--- src/rtl/intomips_soc_pkg.sv ---
package intomips_soc_pkg;

    typedef logic [31:0] word_t;
    typedef logic [3:0]  mask_t;       // byte mask, active high
    typedef logic [19:0] sram_addr_t;  // word address, bits 21..2

    typedef struct packed {
        logic  re;
        logic  we;
        word_t addr;
        word_t wdata;
        mask_t mask;
    } cpu_req_t;

    // pins of one asynchronous SRAM, strobes active low
    typedef struct packed {
        sram_addr_t addr;
        logic [3:0] be_n;
        logic       ce_n;
        logic       oe_n;
        logic       we_n;
        word_t      dout;
        logic       dout_en;  // high while the controller drives the data bus
    } sram_out_t;

    typedef enum logic [2:0] {
        REGION_NONE,
        REGION_BASE,
        REGION_EXT,
        REGION_UART_DATA,
        REGION_UART_STATUS
    } region_e;

    typedef enum logic [2:0] {
        IDLE,
        A_SETUP,
        A_STROBE,
        B_SETUP,
        B_STROBE,
        DONE
    } sram_state_e;

    // address map
    localparam word_t BASE_LO          = 32'h8000_0000;
    localparam word_t BASE_HI          = 32'h803F_FFFF;
    localparam word_t EXT_LO           = 32'h8040_0000;
    localparam word_t EXT_HI           = 32'h807F_FFFF;
    localparam word_t UART_DATA_ADDR   = 32'hBFD0_03F8;
    localparam word_t UART_STATUS_ADDR = 32'hBFD0_03FC;

    // serial timing
    localparam int UART_CLKS_PER_BIT = 8;
    localparam int UART_HALF_BIT     = UART_CLKS_PER_BIT / 2;
    localparam int UART_CNT_W        = $clog2(UART_CLKS_PER_BIT);

endpackage
--- src/rtl/intomips_soc_top.sv ---
`timescale 1ns/1ns

module intomips_soc_top import intomips_soc_pkg::*; (
    input  logic      clk_25m_i,
    input  logic      rst_n_i,
    input  logic      inst_re_i,
    input  word_t     inst_addr_i,
    input  cpu_req_t  data_req_i,
    output word_t     inst_rdata_o,
    output word_t     data_rdata_o,
    output logic      stall_o,
    output logic      irq_o,
    output sram_out_t base_ram_o,
    output sram_out_t ext_ram_o,
    input  word_t     base_ram_data_i,
    input  word_t     ext_ram_data_i,
    output logic      txd_o,
    input  logic      rxd_i
);

    cpu_req_t   base_a, base_b, ext_a, ext_b;
    word_t      base_a_rdata, base_b_rdata, ext_a_rdata, ext_b_rdata;
    logic       base_stall, ext_stall;
    logic       tx_start, tx_busy;
    logic [7:0] tx_byte, rx_byte;
    logic       rx_valid, rx_clear;

    bus_router u_bus_router (
        .clk_25m_i      (clk_25m_i),
        .rst_n_i        (rst_n_i),
        .inst_re_i      (inst_re_i),
        .inst_addr_i    (inst_addr_i),
        .data_req_i     (data_req_i),
        .inst_rdata_o   (inst_rdata_o),
        .data_rdata_o   (data_rdata_o),
        .base_a_o       (base_a),
        .base_b_o       (base_b),
        .ext_a_o        (ext_a),
        .ext_b_o        (ext_b),
        .base_a_rdata_i (base_a_rdata),
        .base_b_rdata_i (base_b_rdata),
        .ext_a_rdata_i  (ext_a_rdata),
        .ext_b_rdata_i  (ext_b_rdata),
        .tx_start_o     (tx_start),
        .tx_byte_o      (tx_byte),
        .tx_busy_i      (tx_busy),
        .rx_byte_i      (rx_byte),
        .rx_valid_i     (rx_valid),
        .rx_clear_o     (rx_clear)
    );

    sram_controller u_base_sram (
        .clk_25m_i  (clk_25m_i),
        .rst_n_i    (rst_n_i),
        .a_req_i    (base_a),
        .b_req_i    (base_b),
        .a_rdata_o  (base_a_rdata),
        .b_rdata_o  (base_b_rdata),
        .stall_o    (base_stall),
        .ram_o      (base_ram_o),
        .ram_data_i (base_ram_data_i)
    );

    sram_controller u_ext_sram (
        .clk_25m_i  (clk_25m_i),
        .rst_n_i    (rst_n_i),
        .a_req_i    (ext_a),
        .b_req_i    (ext_b),
        .a_rdata_o  (ext_a_rdata),
        .b_rdata_o  (ext_b_rdata),
        .stall_o    (ext_stall),
        .ram_o      (ext_ram_o),
        .ram_data_i (ext_ram_data_i)
    );

    uart_tx u_uart_tx (
        .clk_25m_i (clk_25m_i),
        .rst_n_i   (rst_n_i),
        .start_i   (tx_start),
        .byte_i    (tx_byte),
        .busy_o    (tx_busy),
        .txd_o     (txd_o)
    );

    uart_rx u_uart_rx (
        .clk_25m_i (clk_25m_i),
        .rst_n_i   (rst_n_i),
        .rxd_i     (rxd_i),
        .clear_i   (rx_clear),
        .byte_o    (rx_byte),
        .valid_o   (rx_valid)
    );

    assign stall_o = base_stall | ext_stall;
    assign irq_o   = rx_valid;  // pending while a received byte waits

endmodule

--- src/rtl/uart_rx.sv ---
`timescale 1ns/1ns

module uart_rx import intomips_soc_pkg::*; (
    input  logic       clk_25m_i,
    input  logic       rst_n_i,
    input  logic       rxd_i,
    input  logic       clear_i,
    output logic [7:0] byte_o,
    output logic       valid_o
);

    logic                  rxd_meta;
    logic                  rxd_sync;
    logic                  active_q;
    logic                  sample;
    logic [UART_CNT_W-1:0] baud_cnt;
    logic [3:0]            bit_cnt;
    logic [7:0]            shift_q;
    logic [7:0]            byte_q;
    logic                  valid_q;

    // two-flop synchronizer, idle high
    always_ff @(posedge clk_25m_i) begin
        if (!rst_n_i) begin
            rxd_meta <= 1'b1;
            rxd_sync <= 1'b1;
        end else begin
            rxd_meta <= rxd_i;
            rxd_sync <= rxd_meta;
        end
    end

    assign sample = active_q && (baud_cnt == UART_CNT_W'(UART_HALF_BIT - 1));

    always_ff @(posedge clk_25m_i) begin
        if (!rst_n_i) begin
            active_q <= 1'b0;
            baud_cnt <= '0;
            bit_cnt  <= '0;
            valid_q  <= 1'b0;
        end else begin
            if (!active_q) begin
                if (!rxd_sync) begin  // falling edge of start bit
                    active_q <= 1'b1;
                    baud_cnt <= '0;
                    bit_cnt  <= '0;
                end
            end else begin
                baud_cnt <= (baud_cnt == UART_CNT_W'(UART_CLKS_PER_BIT - 1)) ?
                            '0 : baud_cnt + 1'b1;
                if (sample) begin
                    bit_cnt <= bit_cnt + 4'd1;
                    if (bit_cnt == 4'd0 && rxd_sync) begin
                        active_q <= 1'b0;  // glitch, not a start bit
                    end else if (bit_cnt == 4'd9) begin
                        active_q <= 1'b0;
                    end
                end
            end
            // a new byte wins over a clear in the same cycle
            if (sample && bit_cnt == 4'd9 && rxd_sync) begin
                valid_q <= 1'b1;
            end else if (clear_i) begin
                valid_q <= 1'b0;
            end
        end
    end

    always_ff @(posedge clk_25m_i) begin
        if (sample && bit_cnt >= 4'd1 && bit_cnt <= 4'd8) begin
            shift_q <= {rxd_sync, shift_q[7:1]};  // lsb arrives first
        end
        if (sample && bit_cnt == 4'd9 && rxd_sync) begin
            byte_q <= shift_q;
        end
    end

    assign byte_o  = byte_q;
    assign valid_o = valid_q;

endmodule

--- src/rtl/uart_tx.sv ---
`timescale 1ns/1ns

module uart_tx import intomips_soc_pkg::*; (
    input  logic       clk_25m_i,
    input  logic       rst_n_i,
    input  logic       start_i,
    input  logic [7:0] byte_i,
    output logic       busy_o,
    output logic       txd_o
);

    logic                  busy_q;
    logic [UART_CNT_W-1:0] baud_cnt;
    logic [3:0]            bit_cnt;   // 0 start, 1..8 data, 9 stop
    logic [9:0]            shift_q;

    always_ff @(posedge clk_25m_i) begin
        if (!rst_n_i) begin
            busy_q   <= 1'b0;
            baud_cnt <= '0;
            bit_cnt  <= '0;
        end else if (!busy_q) begin
            if (start_i) begin
                busy_q   <= 1'b1;
                baud_cnt <= '0;
                bit_cnt  <= '0;
            end
        end else if (baud_cnt == UART_CNT_W'(UART_CLKS_PER_BIT - 1)) begin
            baud_cnt <= '0;
            if (bit_cnt == 4'd9) begin
                busy_q <= 1'b0;  // end of stop bit
            end else begin
                bit_cnt <= bit_cnt + 4'd1;
            end
        end else begin
            baud_cnt <= baud_cnt + 1'b1;
        end
    end

    // frame is stop, data, start, shifted out lsb first
    always_ff @(posedge clk_25m_i) begin
        if (!busy_q && start_i) begin
            shift_q <= {1'b1, byte_i, 1'b0};
        end else if (busy_q && baud_cnt == UART_CNT_W'(UART_CLKS_PER_BIT - 1)) begin
            shift_q <= {1'b1, shift_q[9:1]};
        end
    end

    assign busy_o = busy_q;
    assign txd_o  = busy_q ? shift_q[0] : 1'b1;  // line idles high

endmodule

--- src/rtl/sram_controller.sv ---
`timescale 1ns/1ns

module sram_controller import intomips_soc_pkg::*; (
    input  logic      clk_25m_i,
    input  logic      rst_n_i,
    input  cpu_req_t  a_req_i,
    input  cpu_req_t  b_req_i,
    output word_t     a_rdata_o,
    output word_t     b_rdata_o,
    output logic      stall_o,
    output sram_out_t ram_o,
    input  word_t     ram_data_i
);

    sram_state_e state_q;
    sram_state_e state_d;
    sram_state_e phase;     // effective state of this cycle
    cpu_req_t    cur_req;
    logic        a_act;
    logic        b_act;
    logic        in_setup;
    logic        in_strobe;
    word_t       a_rdata_q;
    word_t       b_rdata_q;

    assign a_act = a_req_i.re | a_req_i.we;
    assign b_act = b_req_i.re | b_req_i.we;

    // a new request uses its first cycle as setup, straight from IDLE
    always_comb begin
        phase = state_q;
        if (state_q == IDLE) begin
            if (a_act) begin
                phase = A_SETUP;
            end else if (b_act) begin
                phase = B_SETUP;
            end
        end
    end

    always_comb begin
        case (phase)
            A_SETUP:  state_d = A_STROBE;
            A_STROBE: state_d = b_act ? B_SETUP : DONE;
            B_SETUP:  state_d = B_STROBE;
            B_STROBE: state_d = DONE;
            default:  state_d = IDLE;  // DONE lets the cpu move on
        endcase
    end

    assign in_setup  = (phase == A_SETUP) || (phase == B_SETUP);
    assign in_strobe = (phase == A_STROBE) || (phase == B_STROBE);
    assign cur_req   = (phase == A_SETUP || phase == A_STROBE) ? a_req_i : b_req_i;
    assign stall_o   = in_setup | in_strobe;

    always_comb begin
        ram_o.addr    = cur_req.addr[21:2];
        ram_o.be_n    = ~cur_req.mask;
        ram_o.ce_n    = ~(in_setup | in_strobe);
        ram_o.oe_n    = ~((in_setup | in_strobe) & cur_req.re);
        ram_o.we_n    = ~(in_strobe & cur_req.we);  // we only in the strobe cycle
        ram_o.dout    = cur_req.wdata;
        ram_o.dout_en = (in_setup | in_strobe) & cur_req.we;
    end

    always_ff @(posedge clk_25m_i) begin
        if (!rst_n_i) begin
            state_q <= IDLE;
        end else begin
            state_q <= state_d;
        end
    end

    // read data captured at the end of the strobe, held afterwards
    always_ff @(posedge clk_25m_i) begin
        if (phase == A_STROBE && a_req_i.re) begin
            a_rdata_q <= ram_data_i;
        end
        if (phase == B_STROBE && b_req_i.re) begin
            b_rdata_q <= ram_data_i;
        end
    end

    assign a_rdata_o = a_rdata_q;
    assign b_rdata_o = b_rdata_q;

    a_no_we_oe: assert property (@(posedge clk_25m_i) disable iff (!rst_n_i)
        !(!ram_o.we_n && !ram_o.oe_n));

    // bus driven without we only while setting up, and the strobe follows
    a_dout_en: assert property (@(posedge clk_25m_i) disable iff (!rst_n_i)
        (ram_o.dout_en && ram_o.we_n) |-> in_setup ##1 !ram_o.we_n);

endmodule

--- src/rtl/bus_router.sv ---
`timescale 1ns/1ns

module bus_router import intomips_soc_pkg::*; (
    input  logic       clk_25m_i,
    input  logic       rst_n_i,
    input  logic       inst_re_i,
    input  word_t      inst_addr_i,
    input  cpu_req_t   data_req_i,
    output word_t      inst_rdata_o,
    output word_t      data_rdata_o,
    output cpu_req_t   base_a_o,
    output cpu_req_t   base_b_o,
    output cpu_req_t   ext_a_o,
    output cpu_req_t   ext_b_o,
    input  word_t      base_a_rdata_i,
    input  word_t      base_b_rdata_i,
    input  word_t      ext_a_rdata_i,
    input  word_t      ext_b_rdata_i,
    output logic       tx_start_o,
    output logic [7:0] tx_byte_o,
    input  logic       tx_busy_i,
    input  logic [7:0] rx_byte_i,
    input  logic       rx_valid_i,
    output logic       rx_clear_o
);

    region_e  inst_region;
    region_e  data_region;
    cpu_req_t inst_req;

    function automatic region_e decode(input word_t addr);
        region_e r;
        r = REGION_NONE;
        if (addr >= BASE_LO && addr <= BASE_HI) begin
            r = REGION_BASE;
        end else if (addr >= EXT_LO && addr <= EXT_HI) begin
            r = REGION_EXT;
        end else if (addr == UART_DATA_ADDR) begin
            r = REGION_UART_DATA;
        end else if (addr == UART_STATUS_ADDR) begin
            r = REGION_UART_STATUS;
        end
        return r;
    endfunction

    assign inst_region = decode(inst_addr_i);
    assign data_region = decode(data_req_i.addr);

    // fetches are always full-word reads
    always_comb begin
        inst_req       = '0;
        inst_req.re    = inst_re_i;
        inst_req.addr  = inst_addr_i;
        inst_req.mask  = 4'hf;
    end

    // inst on the a-port, data on the b-port, even when alone on an sram
    assign base_a_o = (inst_region == REGION_BASE) ? inst_req : '0;
    assign ext_a_o  = (inst_region == REGION_EXT)  ? inst_req : '0;
    assign base_b_o = (data_region == REGION_BASE) ? data_req_i : '0;
    assign ext_b_o  = (data_region == REGION_EXT)  ? data_req_i : '0;

    always_comb begin
        case (inst_region)
            REGION_BASE: inst_rdata_o = base_a_rdata_i;
            REGION_EXT:  inst_rdata_o = ext_a_rdata_i;
            default:     inst_rdata_o = '0;  // uart or unmapped
        endcase
    end

    always_comb begin
        case (data_region)
            REGION_BASE:        data_rdata_o = base_b_rdata_i;
            REGION_EXT:         data_rdata_o = ext_b_rdata_i;
            REGION_UART_DATA:   data_rdata_o = {24'h0, rx_byte_i};
            REGION_UART_STATUS: data_rdata_o = {30'h0, rx_valid_i, ~tx_busy_i};
            default:            data_rdata_o = '0;
        endcase
    end

    // busy rises next cycle, so a held write only starts one frame
    assign tx_start_o = (data_region == REGION_UART_DATA) & data_req_i.we & ~tx_busy_i;
    assign tx_byte_o  = data_req_i.wdata[7:0];
    assign rx_clear_o = (data_region == REGION_UART_DATA) & data_req_i.re & rx_valid_i;

    // a start is only issued to an idle transmitter, and it takes it
    a_tx_start_idle: assert property (@(posedge clk_25m_i) disable iff (!rst_n_i)
        tx_start_o |-> !tx_busy_i ##1 tx_busy_i);

endmodule

--- config.mk ---
export PLATFORM = sky130hd
export DESIGN_NAME = intomips_soc_top
export DESIGN_NICKNAME = d
export VERILOG_FILES = /design/src/rtl/intomips_soc_pkg.sv /design/src/rtl/intomips_soc_top.sv /design/src/rtl/uart_rx.sv /design/src/rtl/uart_tx.sv /design/src/rtl/sram_controller.sv /design/src/rtl/bus_router.sv
export SDC_FILE = /design/constraint.sdc
export NUM_CORES = 1
export LEC_CHECK = 0
export BUFFER_PORTS_ARGS = -buffer_cell sky130_fd_sc_hd__buf_2
export CAP_MARGIN = 20
export CORE_MARGIN = 8
export CORE_UTILIZATION = 52
export DETAILED_ROUTE_END_ITERATION = 7
export PLACE_DENSITY = 0.89
export SLEW_MARGIN = 20
export SYNTH_ARGS = -nofsm -noshare
export SYNTH_HDL_FRONTEND = slang
export SYNTH_SLANG_ARGS = --single-unit
--- constraint.sdc ---
create_clock -name clk_25m_i -period 9 [get_ports clk_25m_i]
set_input_delay 0.45 -clock clk_25m_i [delete_from_list [all_inputs] [get_ports clk_25m_i]]
set_output_delay 0.45 -clock clk_25m_i [all_outputs]
set_load 0.02 [all_outputs]
==> flow_metrics.py <==
metrics = {
    "clocking": {
        "post_cts_resize_count": 0,
        "cts.sinks": 178,
        "clock-root-buffer": "clkbuf_16",
        "numCtsBuffers": 17,
        "clock_latency_ns": 0.42,
        "htreeDepth": 4,
        "cts_setup_buffers": 0,
        "cts_tree": "yes",
        "path_clk_slew_ns": 0.07,
        "cts_hold_buffers": 0,
        "cts_buffer_depth": 2,
    },
    "detailed_routing": {
        "detail-route-antenna-nets": 0,
        "routed_wl_mm": 29.3,
        "wl_per_cell_um": 24.0,
        "vias": 7139,
        "drtIter0Drc": 608,
        "via_per_inst": 5.87,
        "drc": 0,
        "first_pass_iters": 5,
    },
    "grt": {
        "grt_pass1_wl_mm": 42.5,
        "grt_max_degree": 76,
        "antenna_found_initial": 3,
        "grt_pass1_vias": 7159,
        "grt_overflow": 0,
        "track_usage_pct": 28.2,
    },
    "critical_path": {
        "critPathCaptureType": "output port",
        "ff2ff_path_depth": 6,
        "r2r-end": "u_uart_rx.valid_o",
        "crit_type": "primary input to output port",
        "worstPathMaxFanout": 42,
        "cp.arrival_ns": 3.10,
        "timing.rr.start": "u_uart_rx.baud_cnt[0]",
        "worstPathRequired_ns": 8.55,
        "cp_cell_sequence": "buf_2, buf_4, nor2b_1, nand4_1, a21o_1, buf_4, and2_1, a22o_1, buf_2",
        "slowest_stage": "and2_1",
        "crit_path_start_kind": "primary input",
        "critPathMaxStageDelay_ns": 0.62,
        "worst-r2r-setup-slack_ns": 6.99,
    },
    "die": {
        "die_x_um": 142,
        "io_pins": 357,
        "rows": 46,
        "start_util_pct": 52.4,
        "die_h_um": 142,
        "die_area_um2": 20100,
        "fp.coreArea_um2": 15700,
    },
    "pwr": {
        "intPower_mw": 1.34,
        "switching_share_pct": 23.9,
        "pwr-share-comb_pct": 7.0,
        "clkPwrFrac_pct": 41.6,
        "power_switching_mw": 0.419,
        "p_leak_nw": 4.86,
        "peakVddDrop_v": 0.000173,
        "power_density_nw_per_um2": 163,
        "p_seq_share_pct": 51.4,
        "power_mw": 1.76,
    },
    "yosys": {
        "async_reset_ff_share_pct": 0,
        "yosysSeqAreaShare_pct": 61.9,
        "ys_seq_elements": 178,
        "synthFlopType": "edfxtp_1",
        "yosysUniqueCellTypes": 58,
        "synth_edf_count": 152,
        "synth_nets": 828,
        "synthesis.area_um2": 8210,
        "avgSynthCellArea_um2": 12.7,
        "synth_cells": 647,
        "yosys_warnings": 0,
    },
    "cells_and_area": {
        "final_core_util_pct": 68.9,
        "layout-drive-gt1-share_pct": 42.0,
        "area_delta_synth_final_pct": 31.4,
        "design_area_um2": 10800,
        "nNetsFinal": 1166,
    },
    "timing": {
        "hold_violations": 0,
        "hold_ws_ns": 0.208,
        "relSlewSlack_pct": 28.7,
        "period_needed_ns": 3.55,
        "rsz0062_at_grt": "false",
        "drv_slew": 0,
        "tightestPinTransition_ns": 1.07,
        "skew_ns": 0.00813,
        "setup_viol_count_final": 0,
        "fin_crit_sh_pct": 39.4,
        "finalSetupTns_ns": 0,
        "timing.fmax_mhz": 282,
    },
    "flow_run": {
        "cap_violations": 0,
    },
    "status": {
        "status": "completed",
    },
    "hold_path": {
        "min_path_cells": 1,
        "min_from": "ext_ram_data_i[19]",
        "min_path_type": "primary input to flip-flop",
        "hold_end": "u_ext_sram.b_rdata_o[19]",
    },
    "place": {
        "place_area_um2": 10200,
        "routabilityCongestion": 0.992,
        "placement.io_buffers": 354,
        "hpwl_mm": 21.3,
    },
}
==> power groups by stage <==
stage / Combinational [mW] / Sequential (mW) / Clock (mW)
finish: 0.123 / 0.902 / 0.731
global route: 0.132 / 0.902 / 0.768
CTS: 0.122 / 0.902 / 0.735
detailed placement: 0.120 / 0.920 / 0
global placement: 0.117 / 0.920 / 0
floorplan: 0.0535 / 0.914 / 0
==> through the flow <==
step	instances	setup WS, ns
finish	1217	5.45
global route	1216	5.27
CTS	1214	5.49
detailed placement	1182	5.46
global placement	1181	5.45
floorplan	647	5.24
==> Yosys cell counts (2+ instances only) <==
cell type    n  area, um2
nand3b_1     3       22.5
o32ai_1      4       35.0
nand2_1     22       82.6
buf_4        2       15.0
nor4_2       2       25.0
buf_2       14       70.1
a311oi_1     2       17.5
dfxtp_1     26        521
o21ai_0     15       75.1
ha_1        11        138
and3_1      33        206
xor2_1       2       17.5
nor4_1       3       18.8
mux2i_1     35        350
or2_2        2       12.5
o22ai_1      3       18.8
nor3b_1      2       15.0
nand3_1     12       60.1
a211oi_1     2       15.0
or3_1        2       12.5
nor4_4       2       42.5
nor2_1      52        195
a32o_1       8       80.1
o31ai_1      2       15.0
a21oi_1     14       70.1
and3b_1      2       17.5
a22o_1      62        543
a31oi_1      8       50.1
clkbuf_1    27        101
xnor2_1      3       26.3
or4_4        2       22.5
inv_1       12       45.0
a21o_1       7       52.6
edfxtp_1   152       4560
nor3_1      13       65.1
a22oi_1      4       30.0
nor2b_1      5       31.3
nand2b_1     9       56.3
and2_1      35        219
nand4_1      9       56.3
a22o_2       5       50.1
==> cell usage in the layout, fill, tap and decap left out, types with 10 or more instances in the layout <==
cell type  instances
mux2i_1           35
inv_1             12
a22o_1            62
edfxtp_1         152
nor3_1            10
and3_1            33
nand2_1           22
ha_1              11
nor2_1            49
and2_1            35
a21oi_1           14
o21ai_0           15
buf_4             10
nand3_1           11
dfxtp_1           26
buf_2            354
clkbuf_16         17
==> layer usage <==
layer  wire length (um)  vias to the layer above  share of wire, %  global-route usage, %
met5                  8                        -             0.027                      0
met4               1110                        2               3.8                   14.1
met3               3450                       67                12                   8.80
met2              14200                      511                49                   46.3
met1              10500                     3381                36                   33.0
li1                   -                     3178                 -                      -
==> registers in the layout (all words and copies together), names as in the netlist, 4 cells and up <==
signal and flops:
u_base_sram.a_rdata_o 32, u_base_sram.b_rdata_o 32, u_ext_sram.a_rdata_o 32, u_ext_sram.b_rdata_o 32, u_uart_rx.bit_cnt 4, u_uart_rx.byte_o 8
u_uart_rx.shift_q 8, u_uart_tx.bit_cnt 4, u_uart_tx.shift_q 9
==> final cells by class <==
type	count	area, um2
clock buffer	17	425
inverter	13	48.8
clock inverter	15	164
antenna	3	7.51
fill	1108	4860
multi-input combinational	410	2920
sequential	178	5080
timing repair buffer	365	1870
tap	216	270
==> cell families (layout without fill, tap and decap cells) <==
family | after synthesis | after routing | share of synthesized area, %
mux | 35 | 35 | 4.27
buf+inv | 59 | 410 | 3.11
simple gates | 218 | 218 | 15.0
fa+ha+maj | 11 | 11 | 1.68
flops | 178 | 178 | 61.9
other cells | 0 | 3 | 0
compound gates | 141 | 141 | 13.5
xor+xnor | 5 | 5 | 0.533
==> worst max-delay path by stage <==
stage | start | end | slack [ns] | cells past startpoint
3_3_place_gp | data_req_i[62] | ext_ram_o[46] | 5.45 | 7
5_1_grt | inst_addr_i[22] | base_ram_o[40] | 5.27 | 9
2_1_floorplan | inst_addr_i[22] | u_ext_sram.a_rdata_o[0] | 5.24 | 4
4_1_cts | inst_addr_i[22] | base_ram_o[40] | 5.49 | 9
6_report | inst_addr_i[22] | base_ram_o[40] | 5.45 | 9
3_5_place_dp | data_req_i[62] | u_ext_sram.b_rdata_o[19] | 5.46 | 7
==> worst max-delay path: cells and delay by family <==
family / cells / cell delay (ns)
AOI/OAI and AO/OA: 2 / 0.42
buffers and inverters: 4 / 1.17
and+or+nand+nor: 3 / 1.02
(Power assumes the default switching activity.)
